**config.mk**
```make
export PLATFORM = sky130hd
export DESIGN_NAME = engine_prw_top
export DESIGN_NICKNAME = d
export VERILOG_FILES = /design/src/engine_prw_pkg.sv /design/src/engine_prw_top.sv /design/src/prw_request_egress.sv /design/src/prw_field_kernel.sv /design/src/prw_packet_ingress.sv /design/src/prw_config_regs.sv
export SDC_FILE = /design/constraint.sdc
export NUM_CORES = 2
export LEC_CHECK = 0
export BUFFER_PORTS_ARGS = -buffer_cell sky130_fd_sc_hd__buf_2
export CAP_MARGIN = 20
export CORE_UTILIZATION = 41
export CTS_CLUSTER_SIZE = 20
export DETAILED_ROUTE_END_ITERATION = 10
export PLACE_DENSITY = 0.57
export SLEW_MARGIN = 30
export SYNTH_ARGS = -nofsm -noshare
export SYNTH_HDL_FRONTEND = slang
export SYNTH_SLANG_ARGS = --single-unit
```
**constraint.sdc**
```tcl
create_clock -name ap_clk -period 30.1 [get_ports ap_clk]
set_input_delay 0 -clock ap_clk [delete_from_list [all_inputs] [get_ports ap_clk]]
set_output_delay 0 -clock ap_clk [all_outputs]
set_load 0.02 [all_outputs]
```
**src/engine_prw_pkg.sv**
```systemverilog
// Shared widths, encodings and register map for the parallel read/write engine stage
// Control view supports at most MAX_FIELDS fields per packet

package engine_prw_pkg;

  // ------------------------------
  // Widths
  // ------------------------------
  localparam int FIELD_W    = 32;
  localparam int MAX_FIELDS = 4;
  localparam int GRAN_W     = 5;
  localparam int ID_W       = 8;

  // Per-field sequence state
  typedef enum logic [1:0] {
    SEQUENCE_INVALID = 2'd0,
    SEQUENCE_RUNNING = 2'd1,
    SEQUENCE_DONE    = 2'd2,
    SEQUENCE_STALL   = 2'd3
  } field_state_t;

  // ------------------------------
  // Register map
  // ------------------------------
  localparam logic [1:0] CFG_ADDR_CTRL  = 2'd0;
  localparam logic [1:0] CFG_ADDR_CONST = 2'd1;
  localparam logic [1:0] CFG_ADDR_INDEX = 2'd2;
  // Low byte channel id, next byte buffer id
  localparam logic [1:0] CFG_ADDR_IDS   = 2'd3;

  // Control view, row i of ops_mask picks the source of output field i
  typedef struct packed {
    logic [MAX_FIELDS-1:0][MAX_FIELDS-1:0] ops_mask;
    logic [MAX_FIELDS-1:0]                 const_mask;
    logic [GRAN_W-1:0]                     granularity;
    // 1 shifts left
    logic                                  direction;
    logic [5:0]                            spare;
  } cfg_ctrl_t;

  // Write word, view depends on the register address
  typedef union packed {
    logic [31:0] raw;
    cfg_ctrl_t   ctrl;
  } cfg_word_u;

endpackage : engine_prw_pkg
```
**src/engine_prw_top.sv**
```systemverilog
// Config writes are only safe while no packet is in flight
// Latency from in_valid to req_valid is at least 5 cycles and varies with credits

`timescale 1ns/1ps

module engine_prw_top import engine_prw_pkg::*; #(
  parameter int NUM_FIELDS  = 4,
  parameter int IN_DEPTH    = 4,
  parameter int OUT_DEPTH   = 4,
  parameter int OUT_CREDITS = 4
) (
  input  logic                               ap_clk,
  input  logic                               rst_n,
  input  logic                               cfg_valid,
  input  logic [1:0]                         cfg_addr,
  input  cfg_word_u                          cfg_wdata,
  input  logic                               in_valid,
  input  logic [NUM_FIELDS-1:0][FIELD_W-1:0] in_fields,
  input  logic [NUM_FIELDS-1:0][1:0]         in_states,
  output logic                               in_credit,
  output logic                               req_valid,
  output logic [FIELD_W-1:0]                 req_offset,
  output logic [GRAN_W-1:0]                  req_shift_amount,
  output logic                               req_shift_dir,
  output logic [ID_W-1:0]                    req_id_channel,
  output logic [ID_W-1:0]                    req_id_buffer,
  output logic [NUM_FIELDS-1:0][FIELD_W-1:0] res_fields,
  output logic [NUM_FIELDS-1:0][1:0]         res_states,
  input  logic                               out_credit
);

  // Configuration
  logic [NUM_FIELDS-1:0][NUM_FIELDS-1:0] ops_mask;
  logic [NUM_FIELDS-1:0]                 const_mask;
  logic [FIELD_W-1:0]                    const_value;
  logic [FIELD_W-1:0]                    index_start;
  logic [GRAN_W-1:0]                     granularity;
  logic                                  direction;
  logic [ID_W-1:0]                       id_channel;
  logic [ID_W-1:0]                       id_buffer;
  // Ingress to kernel
  logic                                  issue_valid;
  logic [NUM_FIELDS-1:0][FIELD_W-1:0]    issue_fields;
  logic [NUM_FIELDS-1:0][1:0]            issue_states;
  // Kernel to egress, slot_free closes the credit loop
  logic                                  kout_valid;
  logic [NUM_FIELDS-1:0][FIELD_W-1:0]    kout_fields;
  logic [NUM_FIELDS-1:0][1:0]            kout_states;
  logic [FIELD_W-1:0]                    kout_offset;
  logic [GRAN_W-1:0]                     kout_shift_amount;
  logic                                  kout_shift_dir;
  logic [ID_W-1:0]                       kout_id_channel;
  logic [ID_W-1:0]                       kout_id_buffer;
  logic                                  slot_free;

  prw_config_regs #(
    .NUM_FIELDS(NUM_FIELDS)
  ) prw_config_regs_i (
    .ap_clk, .rst_n, .cfg_valid, .cfg_addr, .cfg_wdata,
    .ops_mask, .const_mask, .const_value, .index_start,
    .granularity, .direction, .id_channel, .id_buffer
  );

  prw_packet_ingress #(
    .NUM_FIELDS(NUM_FIELDS),
    .IN_DEPTH  (IN_DEPTH),
    .OUT_DEPTH (OUT_DEPTH)
  ) prw_packet_ingress_i (
    .ap_clk, .rst_n, .in_valid, .in_fields, .in_states, .slot_free,
    .in_credit, .issue_valid, .issue_fields, .issue_states
  );

  prw_field_kernel #(
    .NUM_FIELDS(NUM_FIELDS)
  ) prw_field_kernel_i (
    .ap_clk, .rst_n, .issue_valid, .issue_fields, .issue_states,
    .ops_mask, .const_mask, .const_value, .index_start,
    .granularity, .direction, .id_channel, .id_buffer,
    .kout_valid, .kout_fields, .kout_states, .kout_offset,
    .kout_shift_amount, .kout_shift_dir, .kout_id_channel, .kout_id_buffer
  );

  prw_request_egress #(
    .NUM_FIELDS (NUM_FIELDS),
    .OUT_DEPTH  (OUT_DEPTH),
    .OUT_CREDITS(OUT_CREDITS)
  ) prw_request_egress_i (
    .ap_clk, .rst_n, .kout_valid, .kout_fields, .kout_states, .kout_offset,
    .kout_shift_amount, .kout_shift_dir, .kout_id_channel, .kout_id_buffer,
    .out_credit, .slot_free, .req_valid, .req_offset, .req_shift_amount,
    .req_shift_dir, .req_id_channel, .req_id_buffer, .res_fields, .res_states
  );

endmodule : engine_prw_top

```
**src/prw_request_egress.sv**
```systemverilog
// Downstream may return at most OUT_CREDITS credits in total
// Sizing relies on ingress never issuing more than OUT_DEPTH packets ahead of slot_free

`timescale 1ns/1ps

module prw_request_egress import engine_prw_pkg::*; #(
  parameter int NUM_FIELDS  = 4,
  parameter int OUT_DEPTH   = 4,
  parameter int OUT_CREDITS = 4
) (
  input  logic                               ap_clk,
  input  logic                               rst_n,
  input  logic                               kout_valid,
  input  logic [NUM_FIELDS-1:0][FIELD_W-1:0] kout_fields,
  input  logic [NUM_FIELDS-1:0][1:0]         kout_states,
  input  logic [FIELD_W-1:0]                 kout_offset,
  input  logic [GRAN_W-1:0]                  kout_shift_amount,
  input  logic                               kout_shift_dir,
  input  logic [ID_W-1:0]                    kout_id_channel,
  input  logic [ID_W-1:0]                    kout_id_buffer,
  input  logic                               out_credit,
  output logic                               slot_free,
  output logic                               req_valid,
  output logic [FIELD_W-1:0]                 req_offset,
  output logic [GRAN_W-1:0]                  req_shift_amount,
  output logic                               req_shift_dir,
  output logic [ID_W-1:0]                    req_id_channel,
  output logic [ID_W-1:0]                    req_id_buffer,
  output logic [NUM_FIELDS-1:0][FIELD_W-1:0] res_fields,
  output logic [NUM_FIELDS-1:0][1:0]         res_states
);

  localparam int PTR_W  = (OUT_DEPTH > 1) ? $clog2(OUT_DEPTH) : 1;
  localparam int CNT_W  = $clog2(OUT_DEPTH + 1);
  localparam int CRED_W = $clog2(OUT_CREDITS + 1);

  // One entry is a result packet plus its request descriptor
  logic [NUM_FIELDS-1:0][FIELD_W-1:0] fields_mem [OUT_DEPTH];
  logic [NUM_FIELDS-1:0][1:0]         states_mem [OUT_DEPTH];
  logic [FIELD_W-1:0]                 offset_mem [OUT_DEPTH];
  logic [GRAN_W-1:0]                  shift_mem  [OUT_DEPTH];
  logic                               dir_mem    [OUT_DEPTH];
  logic [ID_W-1:0]                    chan_mem   [OUT_DEPTH];
  logic [ID_W-1:0]                    buf_mem    [OUT_DEPTH];
  logic [PTR_W-1:0]                   wr_ptr;
  logic [PTR_W-1:0]                   rd_ptr;
  logic [CNT_W-1:0]                   count;
  logic [CRED_W-1:0]                  credits;
  logic                               send;

  // Each send spends one downstream credit
  assign send = (count != '0) && (credits != '0);

  // ------------------------------
  // Control
  // ------------------------------
  always_ff @(posedge ap_clk or negedge rst_n) begin
    if (!rst_n) begin
      wr_ptr    <= '0;
      rd_ptr    <= '0;
      count     <= '0;
      credits   <= CRED_W'(OUT_CREDITS);
      req_valid <= 1'b0;
      slot_free <= 1'b0;
    end else begin
      if (kout_valid) begin
        wr_ptr <= (wr_ptr == PTR_W'(OUT_DEPTH - 1)) ? '0 : wr_ptr + 1'b1;
      end
      if (send) begin
        rd_ptr <= (rd_ptr == PTR_W'(OUT_DEPTH - 1)) ? '0 : rd_ptr + 1'b1;
      end
      count     <= count + CNT_W'(kout_valid) - CNT_W'(send);
      credits   <= credits - CRED_W'(send) + CRED_W'(out_credit);
      req_valid <= send;
      // Slot goes back to ingress as a credit
      slot_free <= send;
    end
  end

  // Entry storage and output register
  always_ff @(posedge ap_clk) begin
    if (kout_valid) begin
      fields_mem[wr_ptr] <= kout_fields;
      states_mem[wr_ptr] <= kout_states;
      offset_mem[wr_ptr] <= kout_offset;
      shift_mem[wr_ptr]  <= kout_shift_amount;
      dir_mem[wr_ptr]    <= kout_shift_dir;
      chan_mem[wr_ptr]   <= kout_id_channel;
      buf_mem[wr_ptr]    <= kout_id_buffer;
    end
    if (send) begin
      res_fields       <= fields_mem[rd_ptr];
      res_states       <= states_mem[rd_ptr];
      req_offset       <= offset_mem[rd_ptr];
      req_shift_amount <= shift_mem[rd_ptr];
      req_shift_dir    <= dir_mem[rd_ptr];
      req_id_channel   <= chan_mem[rd_ptr];
      req_id_buffer    <= buf_mem[rd_ptr];
    end
  end

  // Ingress credit loop let the kernel overrun the FIFO
  a_no_write_full: assert property (
    @(posedge ap_clk) disable iff (!rst_n) kout_valid |-> (count < CNT_W'(OUT_DEPTH))
  );

  // Downstream returned more credits than it was given
  a_credit_bound: assert property (
    @(posedge ap_clk) disable iff (!rst_n) credits <= CRED_W'(OUT_CREDITS)
  );

endmodule : prw_request_egress

```
**src/prw_field_kernel.sv**
```systemverilog
// Fixed 3-cycle pipeline with no stall, upstream credits bound it to OUT_DEPTH in flight
// NUM_FIELDS must be at least 2, field 1 feeds the offset

`timescale 1ns/1ps

module prw_field_kernel import engine_prw_pkg::*; #(
  parameter int NUM_FIELDS = 4
) (
  input  logic                                  ap_clk,
  input  logic                                  rst_n,
  input  logic                                  issue_valid,
  input  logic [NUM_FIELDS-1:0][FIELD_W-1:0]    issue_fields,
  input  logic [NUM_FIELDS-1:0][1:0]            issue_states,
  input  logic [NUM_FIELDS-1:0][NUM_FIELDS-1:0] ops_mask,
  input  logic [NUM_FIELDS-1:0]                 const_mask,
  input  logic [FIELD_W-1:0]                    const_value,
  input  logic [FIELD_W-1:0]                    index_start,
  input  logic [GRAN_W-1:0]                     granularity,
  input  logic                                  direction,
  input  logic [ID_W-1:0]                       id_channel,
  input  logic [ID_W-1:0]                       id_buffer,
  output logic                                  kout_valid,
  output logic [NUM_FIELDS-1:0][FIELD_W-1:0]    kout_fields,
  output logic [NUM_FIELDS-1:0][1:0]            kout_states,
  output logic [FIELD_W-1:0]                    kout_offset,
  output logic [GRAN_W-1:0]                     kout_shift_amount,
  output logic                                  kout_shift_dir,
  output logic [ID_W-1:0]                       kout_id_channel,
  output logic [ID_W-1:0]                       kout_id_buffer
);

  logic [NUM_FIELDS-1:0][FIELD_W-1:0] sel_fields;
  logic [NUM_FIELDS-1:0][1:0]         sel_states;
  // Stage 1, selected packet plus its config copy
  logic                               s1_valid;
  logic [NUM_FIELDS-1:0][FIELD_W-1:0] s1_fields;
  logic [NUM_FIELDS-1:0][1:0]         s1_states;
  logic [FIELD_W-1:0]                 s1_index_start;
  logic [GRAN_W-1:0]                  s1_gran;
  logic                               s1_dir;
  logic [ID_W-1:0]                    s1_id_channel;
  logic [ID_W-1:0]                    s1_id_buffer;
  logic [FIELD_W-1:0]                 s1_sum;
  // Stage 2, offset ready
  logic                               s2_valid;
  logic [NUM_FIELDS-1:0][FIELD_W-1:0] s2_fields;
  logic [NUM_FIELDS-1:0][1:0]         s2_states;
  logic [FIELD_W-1:0]                 s2_offset;
  logic [GRAN_W-1:0]                  s2_gran;
  logic                               s2_dir;
  logic [ID_W-1:0]                    s2_id_channel;
  logic [ID_W-1:0]                    s2_id_buffer;

  // ------------------------------
  // Field selection
  // ------------------------------
  // Constant beats copy, copy beats invalid
  always_comb begin
    for (int i = 0; i < NUM_FIELDS; i++) begin
      sel_fields[i] = '0;
      sel_states[i] = SEQUENCE_INVALID;
      if (const_mask[i]) begin
        sel_fields[i] = const_value;
        sel_states[i] = SEQUENCE_RUNNING;
      end else begin
        // Ascending scan, so the highest set column wins
        for (int j = 0; j < NUM_FIELDS; j++) begin
          if (ops_mask[i][j]) begin
            sel_fields[i] = issue_fields[j];
            sel_states[i] = issue_states[j];
          end
        end
      end
    end
  end

  // Sum wraps at FIELD_W before the shift
  assign s1_sum = s1_index_start + s1_fields[1];

  // Valid chain
  always_ff @(posedge ap_clk or negedge rst_n) begin
    if (!rst_n) begin
      s1_valid   <= 1'b0;
      s2_valid   <= 1'b0;
      kout_valid <= 1'b0;
    end else begin
      s1_valid   <= issue_valid;
      s2_valid   <= s1_valid;
      kout_valid <= s2_valid;
    end
  end

  // Payload stages, config rides alongside the packet
  always_ff @(posedge ap_clk) begin
    s1_fields         <= sel_fields;
    s1_states         <= sel_states;
    s1_index_start    <= index_start;
    s1_gran           <= granularity;
    s1_dir            <= direction;
    s1_id_channel     <= id_channel;
    s1_id_buffer      <= id_buffer;
    s2_fields         <= s1_fields;
    s2_states         <= s1_states;
    s2_offset         <= s1_dir ? (s1_sum << s1_gran) : (s1_sum >> s1_gran);
    s2_gran           <= s1_gran;
    s2_dir            <= s1_dir;
    s2_id_channel     <= s1_id_channel;
    s2_id_buffer      <= s1_id_buffer;
    kout_fields       <= s2_fields;
    kout_states       <= s2_states;
    kout_offset       <= s2_offset;
    kout_shift_amount <= s2_gran;
    kout_shift_dir    <= s2_dir;
    kout_id_channel   <= s2_id_channel;
    kout_id_buffer    <= s2_id_buffer;
  end

endmodule : prw_field_kernel

```
**src/prw_packet_ingress.sv**
```systemverilog
// Upstream holds IN_DEPTH credits and pushes only with a credit in hand
// Issue is gated by OUT_DEPTH egress-slot credits, returned by slot_free

`timescale 1ns/1ps

module prw_packet_ingress import engine_prw_pkg::*; #(
  parameter int NUM_FIELDS = 4,
  parameter int IN_DEPTH   = 4,
  parameter int OUT_DEPTH  = 4
) (
  input  logic                                ap_clk,
  input  logic                                rst_n,
  input  logic                                in_valid,
  input  logic [NUM_FIELDS-1:0][FIELD_W-1:0]  in_fields,
  input  logic [NUM_FIELDS-1:0][1:0]          in_states,
  input  logic                                slot_free,
  output logic                                in_credit,
  output logic                                issue_valid,
  output logic [NUM_FIELDS-1:0][FIELD_W-1:0]  issue_fields,
  output logic [NUM_FIELDS-1:0][1:0]          issue_states
);

  localparam int PTR_W  = (IN_DEPTH > 1) ? $clog2(IN_DEPTH) : 1;
  localparam int CNT_W  = $clog2(IN_DEPTH + 1);
  localparam int CRED_W = $clog2(OUT_DEPTH + 1);

  logic [NUM_FIELDS-1:0][FIELD_W-1:0] fields_mem [IN_DEPTH];
  logic [NUM_FIELDS-1:0][1:0]         states_mem [IN_DEPTH];
  logic [PTR_W-1:0]                   wr_ptr;
  logic [PTR_W-1:0]                   rd_ptr;
  logic [CNT_W-1:0]                   count;
  logic [CRED_W-1:0]                  credits;
  logic                               pop;

  // Count is registered, so a packet pops one cycle after its push at the earliest
  assign pop = (count != '0) && (credits != '0);

  // ------------------------------
  // Pointers, occupancy, credits
  // ------------------------------
  always_ff @(posedge ap_clk or negedge rst_n) begin
    if (!rst_n) begin
      wr_ptr      <= '0;
      rd_ptr      <= '0;
      count       <= '0;
      credits     <= CRED_W'(OUT_DEPTH);
      in_credit   <= 1'b0;
      issue_valid <= 1'b0;
    end else begin
      // Explicit wrap keeps non power-of-two depths working
      if (in_valid) begin
        wr_ptr <= (wr_ptr == PTR_W'(IN_DEPTH - 1)) ? '0 : wr_ptr + 1'b1;
      end
      if (pop) begin
        rd_ptr <= (rd_ptr == PTR_W'(IN_DEPTH - 1)) ? '0 : rd_ptr + 1'b1;
      end
      count       <= count + CNT_W'(in_valid) - CNT_W'(pop);
      credits     <= credits - CRED_W'(pop) + CRED_W'(slot_free);
      // One upstream credit per popped packet
      in_credit   <= pop;
      issue_valid <= pop;
    end
  end

  // Payload storage
  always_ff @(posedge ap_clk) begin
    if (in_valid) begin
      fields_mem[wr_ptr] <= in_fields;
      states_mem[wr_ptr] <= in_states;
    end
    if (pop) begin
      issue_fields <= fields_mem[rd_ptr];
      issue_states <= states_mem[rd_ptr];
    end
  end

  // Upstream pushed without holding a credit
  a_no_push_full: assert property (
    @(posedge ap_clk) disable iff (!rst_n) in_valid |-> (count < CNT_W'(IN_DEPTH))
  );

  // slot_free returned more than was taken
  a_credit_bound: assert property (
    @(posedge ap_clk) disable iff (!rst_n) credits <= CRED_W'(OUT_DEPTH)
  );

endmodule : prw_packet_ingress

```
**src/prw_config_regs.sv**
```systemverilog
// Configuration bank, writes land on the next edge with no back-pressure
// Values are only meant to change while the engine is idle

`timescale 1ns/1ps

module prw_config_regs import engine_prw_pkg::*; #(
  parameter int NUM_FIELDS = 4
) (
  input  logic                                  ap_clk,
  input  logic                                  rst_n,
  input  logic                                  cfg_valid,
  input  logic [1:0]                            cfg_addr,
  input  cfg_word_u                             cfg_wdata,
  output logic [NUM_FIELDS-1:0][NUM_FIELDS-1:0] ops_mask,
  output logic [NUM_FIELDS-1:0]                 const_mask,
  output logic [FIELD_W-1:0]                    const_value,
  output logic [FIELD_W-1:0]                    index_start,
  output logic [GRAN_W-1:0]                     granularity,
  output logic                                  direction,
  output logic [ID_W-1:0]                       id_channel,
  output logic [ID_W-1:0]                       id_buffer
);

  always_ff @(posedge ap_clk or negedge rst_n) begin
    if (!rst_n) begin
      ops_mask    <= '0;
      const_mask  <= '0;
      const_value <= '0;
      index_start <= '0;
      granularity <= '0;
      direction   <= 1'b0;
      id_channel  <= '0;
      id_buffer   <= '0;
    end else if (cfg_valid) begin
      case (cfg_addr)
        CFG_ADDR_CTRL: begin
          // Only the rows and columns of live fields are kept
          for (int i = 0; i < NUM_FIELDS; i++) begin
            ops_mask[i] <= cfg_wdata.ctrl.ops_mask[i][NUM_FIELDS-1:0];
          end
          const_mask  <= cfg_wdata.ctrl.const_mask[NUM_FIELDS-1:0];
          granularity <= cfg_wdata.ctrl.granularity;
          direction   <= cfg_wdata.ctrl.direction;
        end
        CFG_ADDR_CONST: const_value <= cfg_wdata.raw;
        CFG_ADDR_INDEX: index_start <= cfg_wdata.raw;
        CFG_ADDR_IDS: begin
          id_channel <= cfg_wdata.raw[ID_W-1:0];
          id_buffer  <= cfg_wdata.raw[2*ID_W-1:ID_W];
        end
        default: ;
      endcase
    end
  end

  // An unknown address would silently drop or misroute a write
  a_cfg_addr_known: assert property (
    @(posedge ap_clk) disable iff (!rst_n) cfg_valid |-> !$isunknown(cfg_addr)
  );

endmodule : prw_config_regs

```
* Yosys cells after proc, flatten, opt, wreduce, memory -nomap -nowiden *
Memory sizes are Yosys's and may differ from the RTL's. A register that Yosys moved wholly into a read port is not among the register bits.
Cells that the tools add are included.

word-level totals
  bits in writable memories = 1304
  memories kept = 9
  latch bits = 0
  output and inout bits = 192
  register bits = 701
  bits in read-only memories = 0
  bits of input ports = 175

memory list
  name                             depth  bits a word  read ports  clocked after Yosys merged registers in  write ports  line                      source
  prw_packet_ingress_i.fields_mem  4      128          1           1                                        1            prw_packet_ingress.sv:27  logic [NUM_FIELDS-1:0][FIELD_W-1:0] fields_mem [IN_DEPTH];
  prw_request_egress_i.fields_mem  4      128          1           1                                        1            prw_request_egress.sv:38  logic [NUM_FIELDS-1:0][FIELD_W-1:0] fields_mem [OUT_DEPTH];
  prw_request_egress_i.offset_mem  4      32           1           1                                        1            prw_request_egress.sv:40  logic [FIELD_W-1:0] offset_mem [OUT_DEPTH];
  prw_packet_ingress_i.states_mem  4      8            1           1                                        1            prw_packet_ingress.sv:28  logic [NUM_FIELDS-1:0][1:0] states_mem [IN_DEPTH];
  prw_request_egress_i.buf_mem     4      8            1           1                                        1            prw_request_egress.sv:44  logic [ID_W-1:0] buf_mem [OUT_DEPTH];
  prw_request_egress_i.chan_mem    4      8            1           1                                        1            prw_request_egress.sv:43  logic [ID_W-1:0] chan_mem [OUT_DEPTH];
  +3 memories                      n/a    n/a          n/a         n/a                                      n/a          n/a

cells by class
  $lt $le $gt $ge = 0
  shifts and indexed selects = 2
  multiplexer cells = 45
  reduce and logical (&&, ||, !) cells = 11
  $add $sub $neg = 13
  equal/unequal tests = 7
  bitwise gates (word level) = 0
  multipliers = 0
  divide/modulo/power cells = 0

operator list
  operator                                                               count
  32-bit two-way mux                                                     21
  2-bit two-way mux                                                      20
  32-bit adder                                                           1
  32-bit by 5-bit << shifter with 32-bit output                          1
  32-bit by 5-bit right shift with 32-bit output                         1
  3-bit by 1-bit adder with 3-bit output                                 4
  2-bit equality test, second input constant                             6
  3-bit nonzero test                                                     4
  3-bit by 1-bit subtractor with 3-bit output                            4
  2-bit by 1-bit adder with 2-bit output, second input constant          4
  2-bit AND reduction                                                    4
  1-bit two-way mux                                                      4
  2-bit by 1-bit equality test with 1-bit output, second input constant  1
  1-bit logical AND                                                      2
  2-bit logical NOT                                                      1

* Longest topological paths before layout *
  word-level depth = 5
  gate-level depth with buffers = 12

* Cells and area by module *
A second synthesis with hierarchy kept.

unflattened totals
  cell total of the unflattened synthesis = 5128
  area total of the unflattened synthesis = 85484.5 um^2

by module, submodules not included
  module              times used  cells an instance  area an instance (um^2)
  prw_request_egress  1           1235               33907.5
  prw_packet_ingress  1           899                24417.2
  prw_field_kernel    1           2769               23212.3
  prw_config_regs     1           225                3947.5

* Worst setup path before layout *
OpenSTA, ideal clock, no wires.

  kind = register to register
  start = reg prw_request_egress_i.credits[2]
  end = reg prw_request_egress_i.count[2]
  stages on the path, launching flop included = 10
  arrival = 10673 ps
  slack = 19303 ps
  path through = dfstp_2 -> nor3_1 -> nor2_1 -> ha_1 -> inv_1 -> ha_1 -> inv_1 -> fa_1 -> xnor2_1 -> xnor2_1

on the way
  cells in the longest elaborated chain, start to end = 3

ends and longest elaborated chain
  item                                         line                      source
  start: declaration                           prw_request_egress.sv:48  logic [CRED_W-1:0] credits;
  start signal: assignment                     prw_request_egress.sv:62  credits <= CRED_W'(OUT_CREDITS);
  start signal: assignment                     prw_request_egress.sv:73  credits <= credits - CRED_W'(send) + CRED_W'(out_credit);
  3-bit nonzero test                           prw_request_egress.sv:52  assign send = (count != '0) && (credits != '0);
  1-bit logical AND                            prw_request_egress.sv:52
  via prw_request_egress_i.send                prw_request_egress.sv:49  logic send;
  3-bit by 1-bit subtractor with 3-bit output  prw_request_egress.sv:72  count <= count + CNT_W'(kout_valid) - CNT_W'(send);
  end signal: assignment                       prw_request_egress.sv:72
  end: declaration                             prw_request_egress.sv:47  logic [CNT_W-1:0] count;

The timed path passes the listed nets, and every way through them passes these cells.
A chain may end at the register's enable or synchronous reset.

* Final worst setup path *
  start = reg prw_field_kernel_i.s1_fields[32] (netlist name)
  end = reg prw_field_kernel_i.s2_offset[19]

on the way
  cells in the longest elaborated chain, start to end = 3
  elaborated cells on any way between the ends = 4

ends and longest elaborated chain
  item                                                                                                                    line                     source
  start: declaration                                                                                                      prw_field_kernel.sv:36   logic [NUM_FIELDS-1:0][FIELD_W-1:0] s1_fields;
  start signal: assignment                                                                                                prw_field_kernel.sv:95   s1_fields <= sel_fields;
  32-bit adder *                                                                                                          prw_field_kernel.sv:78   assign s1_sum = s1_index_start + s1_fields[1];
  32-bit by 5-bit right shift with 32-bit output / 32-bit by 5-bit << shifter with 32-bit output (equally long branches)  prw_field_kernel.sv:104  s2_offset <= s1_dir ? (s1_sum << s1_gran) : (s1_sum >> s1_gran);
  32-bit two-way mux *                                                                                                    prw_field_kernel.sv:104
  end signal: assignment                                                                                                  prw_field_kernel.sv:104
  end: declaration                                                                                                        prw_field_kernel.sv:48   logic [FIELD_W-1:0] s2_offset;

Mark *: on every way between the ends. The rest lies on a longest branch, timed or not.

==> flow_summary.toml <==
[outcome]
status = "complete, no violations"

[sta]
drv_slew = 0
skew_ns = 0.0779
grt_setup_unrepaired = "false"
setup_viol = 0
fin_tns_setup_ns = 0
hold_viol_final = 0
worst_slew_pin_slew_ns = 0.997
period_minus_slack_ns = 4.39
min_period_over_period = 0.146
slew_headroom = 0.335
fmax_mhz = 228

[hold_path]
hp-class = "input port to register"
min_from = "in_fields[105]"

[power_and_ir_drop]
irDropWorstVdd_mv = 0.0691
power.leakage_uw = 0.0348
p_per_area_nw_per_um2 = 83.5
p_switching_uw = 2360
p_sw_frac = 0.280
pwr-share-comb = 0.165
p_int_uw = 6050
clock_power_share = 0.344
power_frac_seq = 0.492

[die]
io_pins = 367
initial_core_util = 0.413
die_area_um2 = 209000
dieWidth_um = 457
core_um2 = 205000
die_y_um = 457
row_count = 166

[logic_synthesis]
syn_inst = 5103
syn-mean-instance-area_um2 = 16.6
synth-seq-area-share = 0.751
synth_edf_count = 1630
ys_warn_count = 0
syn-cell-area_um2 = 84700
synth.distinct_cells = 87
syn_nets = 5332
async_flop_share = 0.0562
synth_flop_cell = "edfxtp_1"
synth.ff_latch_count = 2331

[clock_network]
clockRootBuffer = "clkbuf_16"
insertion_delay_ns = 0.87
cts.sinks = 2331
cts_made_buffers = 229
htree_levels = 4
cts_resized = 0
cts_setup_buffers = 0
cts_max_path_buffers = 3
cts_tree = "built"
hold_buffers = 315
clkTransAtPathRegs_ns = 0.06

[detailed_routing]
met1_length_um = 104000
routed_wl_um = 223000
top_layer = "met5"
vias = 46600
dr_wl_met2_um = 101000
first_iter_violations = 4548
ant_nets = 0
dr_wl_met3_um = 13900
viasPerCell = 5.34
drtPass1Iterations = 5
drc = 0
wl_per_cell_um = 25.6

[worst_setup_path]
endpoint_kind = "register"
startpoint_type = "register"
crit_arrival_ns = 5.08
setup.worst_path.start = "prw_field_kernel_i.s1_fields[32]"
crit_type = "register to register"
crit_fanout = 6
cp.required_ns = 30.79
r2r_start = "prw_field_kernel_i.s1_fields[32]"

[layout]
fillers = 17100
fin_cells = 8719
syn_to_final_growth_pct = 18.8
drive_gt1_frac = 0.222
multiInputGateArea_um2 = 19900
fin_area_um2 = 101000
final_net_count = 6035
ff_latch_area_um2 = 63700

[global_route]
overflow = 0
grt_max_degree = 137
grt_pass1_vias = 45200
grt_pass1_wl_um = 322000
antenna_found_initial = 69
track_usage = 0.212

[placement]
portBuffers = 366
place_area_um2 = 89500
dp_cells = 7945
place_hpwl_um = 150000
gp_congestion = 0.899

[job]
cap_viol_max_count = 0
-- power groups by stage --
stage / Combinational (uW) / Clock, uW / Sequential (uW)
after detailed placement: 1340 / 0 / 4200
after global placement: 1350 / 0 / 4180
after floorplan: 860 / 0 / 4080
final: 1390 / 2890 / 4130
after global routing: 1480 / 3070 / 4170
after CTS: 1380 / 2950 / 4130
-- routing by layer --
layer  track usage  up-vias
met1         0.319    23700
met4        0.0489       16
li1              -    21000
met2         0.322     1567
met3        0.0350      263
met5             0        -
-- critical path: stages, from the launching register on --
cell and delay (ns):
dfxtp_1 0.32, ha_1 0.22, fa_1 0.41, a21o_1 0.24, a41oi_1 0.38, a21oi_1 0.24, a21bo_2 0.24, xor2_1 0.23
mux2_2 0.33, a222oi_1 0.65, clkdlybuf4s15_2 0.36, mux2i_1 0.09, a211oi_1 0.38, o41ai_2 0.14
-- final timing paths --
kind | end | slack, ns | cells past startpoint
setup / recovery | prw_field_kernel_i.s2_offset[19] | 25.71 | 13
hold / removal | prw_packet_ingress_i.fields_mem[0][105] | 0.06 | 2
setup reg to reg | prw_field_kernel_i.s2_offset[19] | 25.71 | 13
hold reg to reg | prw_field_kernel_i.kout_fields[19] | 0.31 | 0
max in group asynchronous | prw_config_regs_i.granularity[4] | 28.55 | 6
min in group asynchronous | prw_packet_ingress_i.wr_ptr[0] | 0.21 | 4
-- flip-flops by register name (all words and copies together), names as in the netlist, 128 cells and up --
signal                             count
prw_field_kernel_i.kout_fields       128
prw_request_egress_i.fields_mem      512
prw_request_egress_i.res_fields      128
prw_request_egress_i.offset_mem      128
prw_field_kernel_i.s2_fields         128
prw_packet_ingress_i.issue_fields    128
prw_packet_ingress_i.fields_mem      512
prw_field_kernel_i.s1_fields         128
-- synth_stat cells, drive strengths merged (6+ instances only) --
cell | count | area share
xnor2 | 31 | 0.0033
a211o | 10 | 0.0010
nor3 | 30 | 0.0018
ha | 49 | 0.0072
inv | 38 | 0.0017
and2 | 20 | 0.0015
a221o | 6 | 0.00071
nor4 | 8 | 0.00084
a211oi | 21 | 0.0019
a32oi | 11 | 0.0011
a21oi | 441 | 0.026
o221ai | 9 | 0.00093
mux2i | 37 | 0.0044
dfrtp | 129 | 0.038
nor2b | 6 | 0.00044
clkbuf | 219 | 0.0097
nand3 | 25 | 0.0015
a22oi | 44 | 0.0039
nand4 | 13 | 0.0011
or3 | 12 | 0.00089
nor2 | 462 | 0.020
a22o | 10 | 0.0010
o22ai | 9 | 0.00066
a31oi | 10 | 0.00074
a21o | 14 | 0.0012
o211a | 6 | 0.00071
edfxtp | 1630 | 0.58
xor2 | 14 | 0.0014
buf | 70 | 0.0036
and3 | 8 | 0.00065
dfxtp | 570 | 0.13
o21ai | 201 | 0.012
nand2 | 346 | 0.015
mux4 | 347 | 0.092
o21a | 9 | 0.00080
a21boi | 6 | 0.00053
o211ai | 15 | 0.0013
mux2 | 127 | 0.017
-- cell usage in the layout (no fill, tap or decap), drive strengths merged, types with 201 or more instances in the layout --
master / netlist / layout
o21ai: 201 / 201
nor2: 462 / 462
dfxtp: 570 / 570
a21oi: 441 / 441
mux4: 347 / 347
nand2: 346 / 346
dlygate4sd3: 0 / 314
edfxtp: 1630 / 1630
buf: 70 / 446
clkbuf: 219 / 336
-- final cells by class --
| type | instances | area share |
|---|---|---|
| Timing Repair Buffer | 761 | 0.0569 |
| Clock inverter | 96 | 0.0108 |
| Tap cell | 2688 | 0.0334 |
| Inverter | 41 | 0.00153 |
| Sequential cell | 2331 | 0.633 |
| Antenna cell | 24 | 0.000597 |
| Clock buffer | 336 | 0.0665 |
| Multi-Input combinational cell | 2442 | 0.198 |
-- metrics by stage --
stage	utilization	setup slack, ns	hold slack (ns)	power (uW)
floorplan	-	19.30	-0.296	4940
CTS	0.490	25.72	0.0135	8460
detailed placement	0.437	25.77	-0.0493	5540
global placement	0.437	25.51	-0.0527	5520
finish	0.491	25.71	0.0582	8400
global route	0.491	25.53	0.0390	8720
-- cells by family after synthesis --
family,after synthesis,synth area share
compound gates,882,0.0611
xor+xnor,45,0.00474
fa+ha+maj,54,0.00842
buf+inv,330,0.0151
flops,2331,0.751
mux,511,0.114
simple gates,950,0.0462
Note: power is estimated with default switching activity, not from simulation.
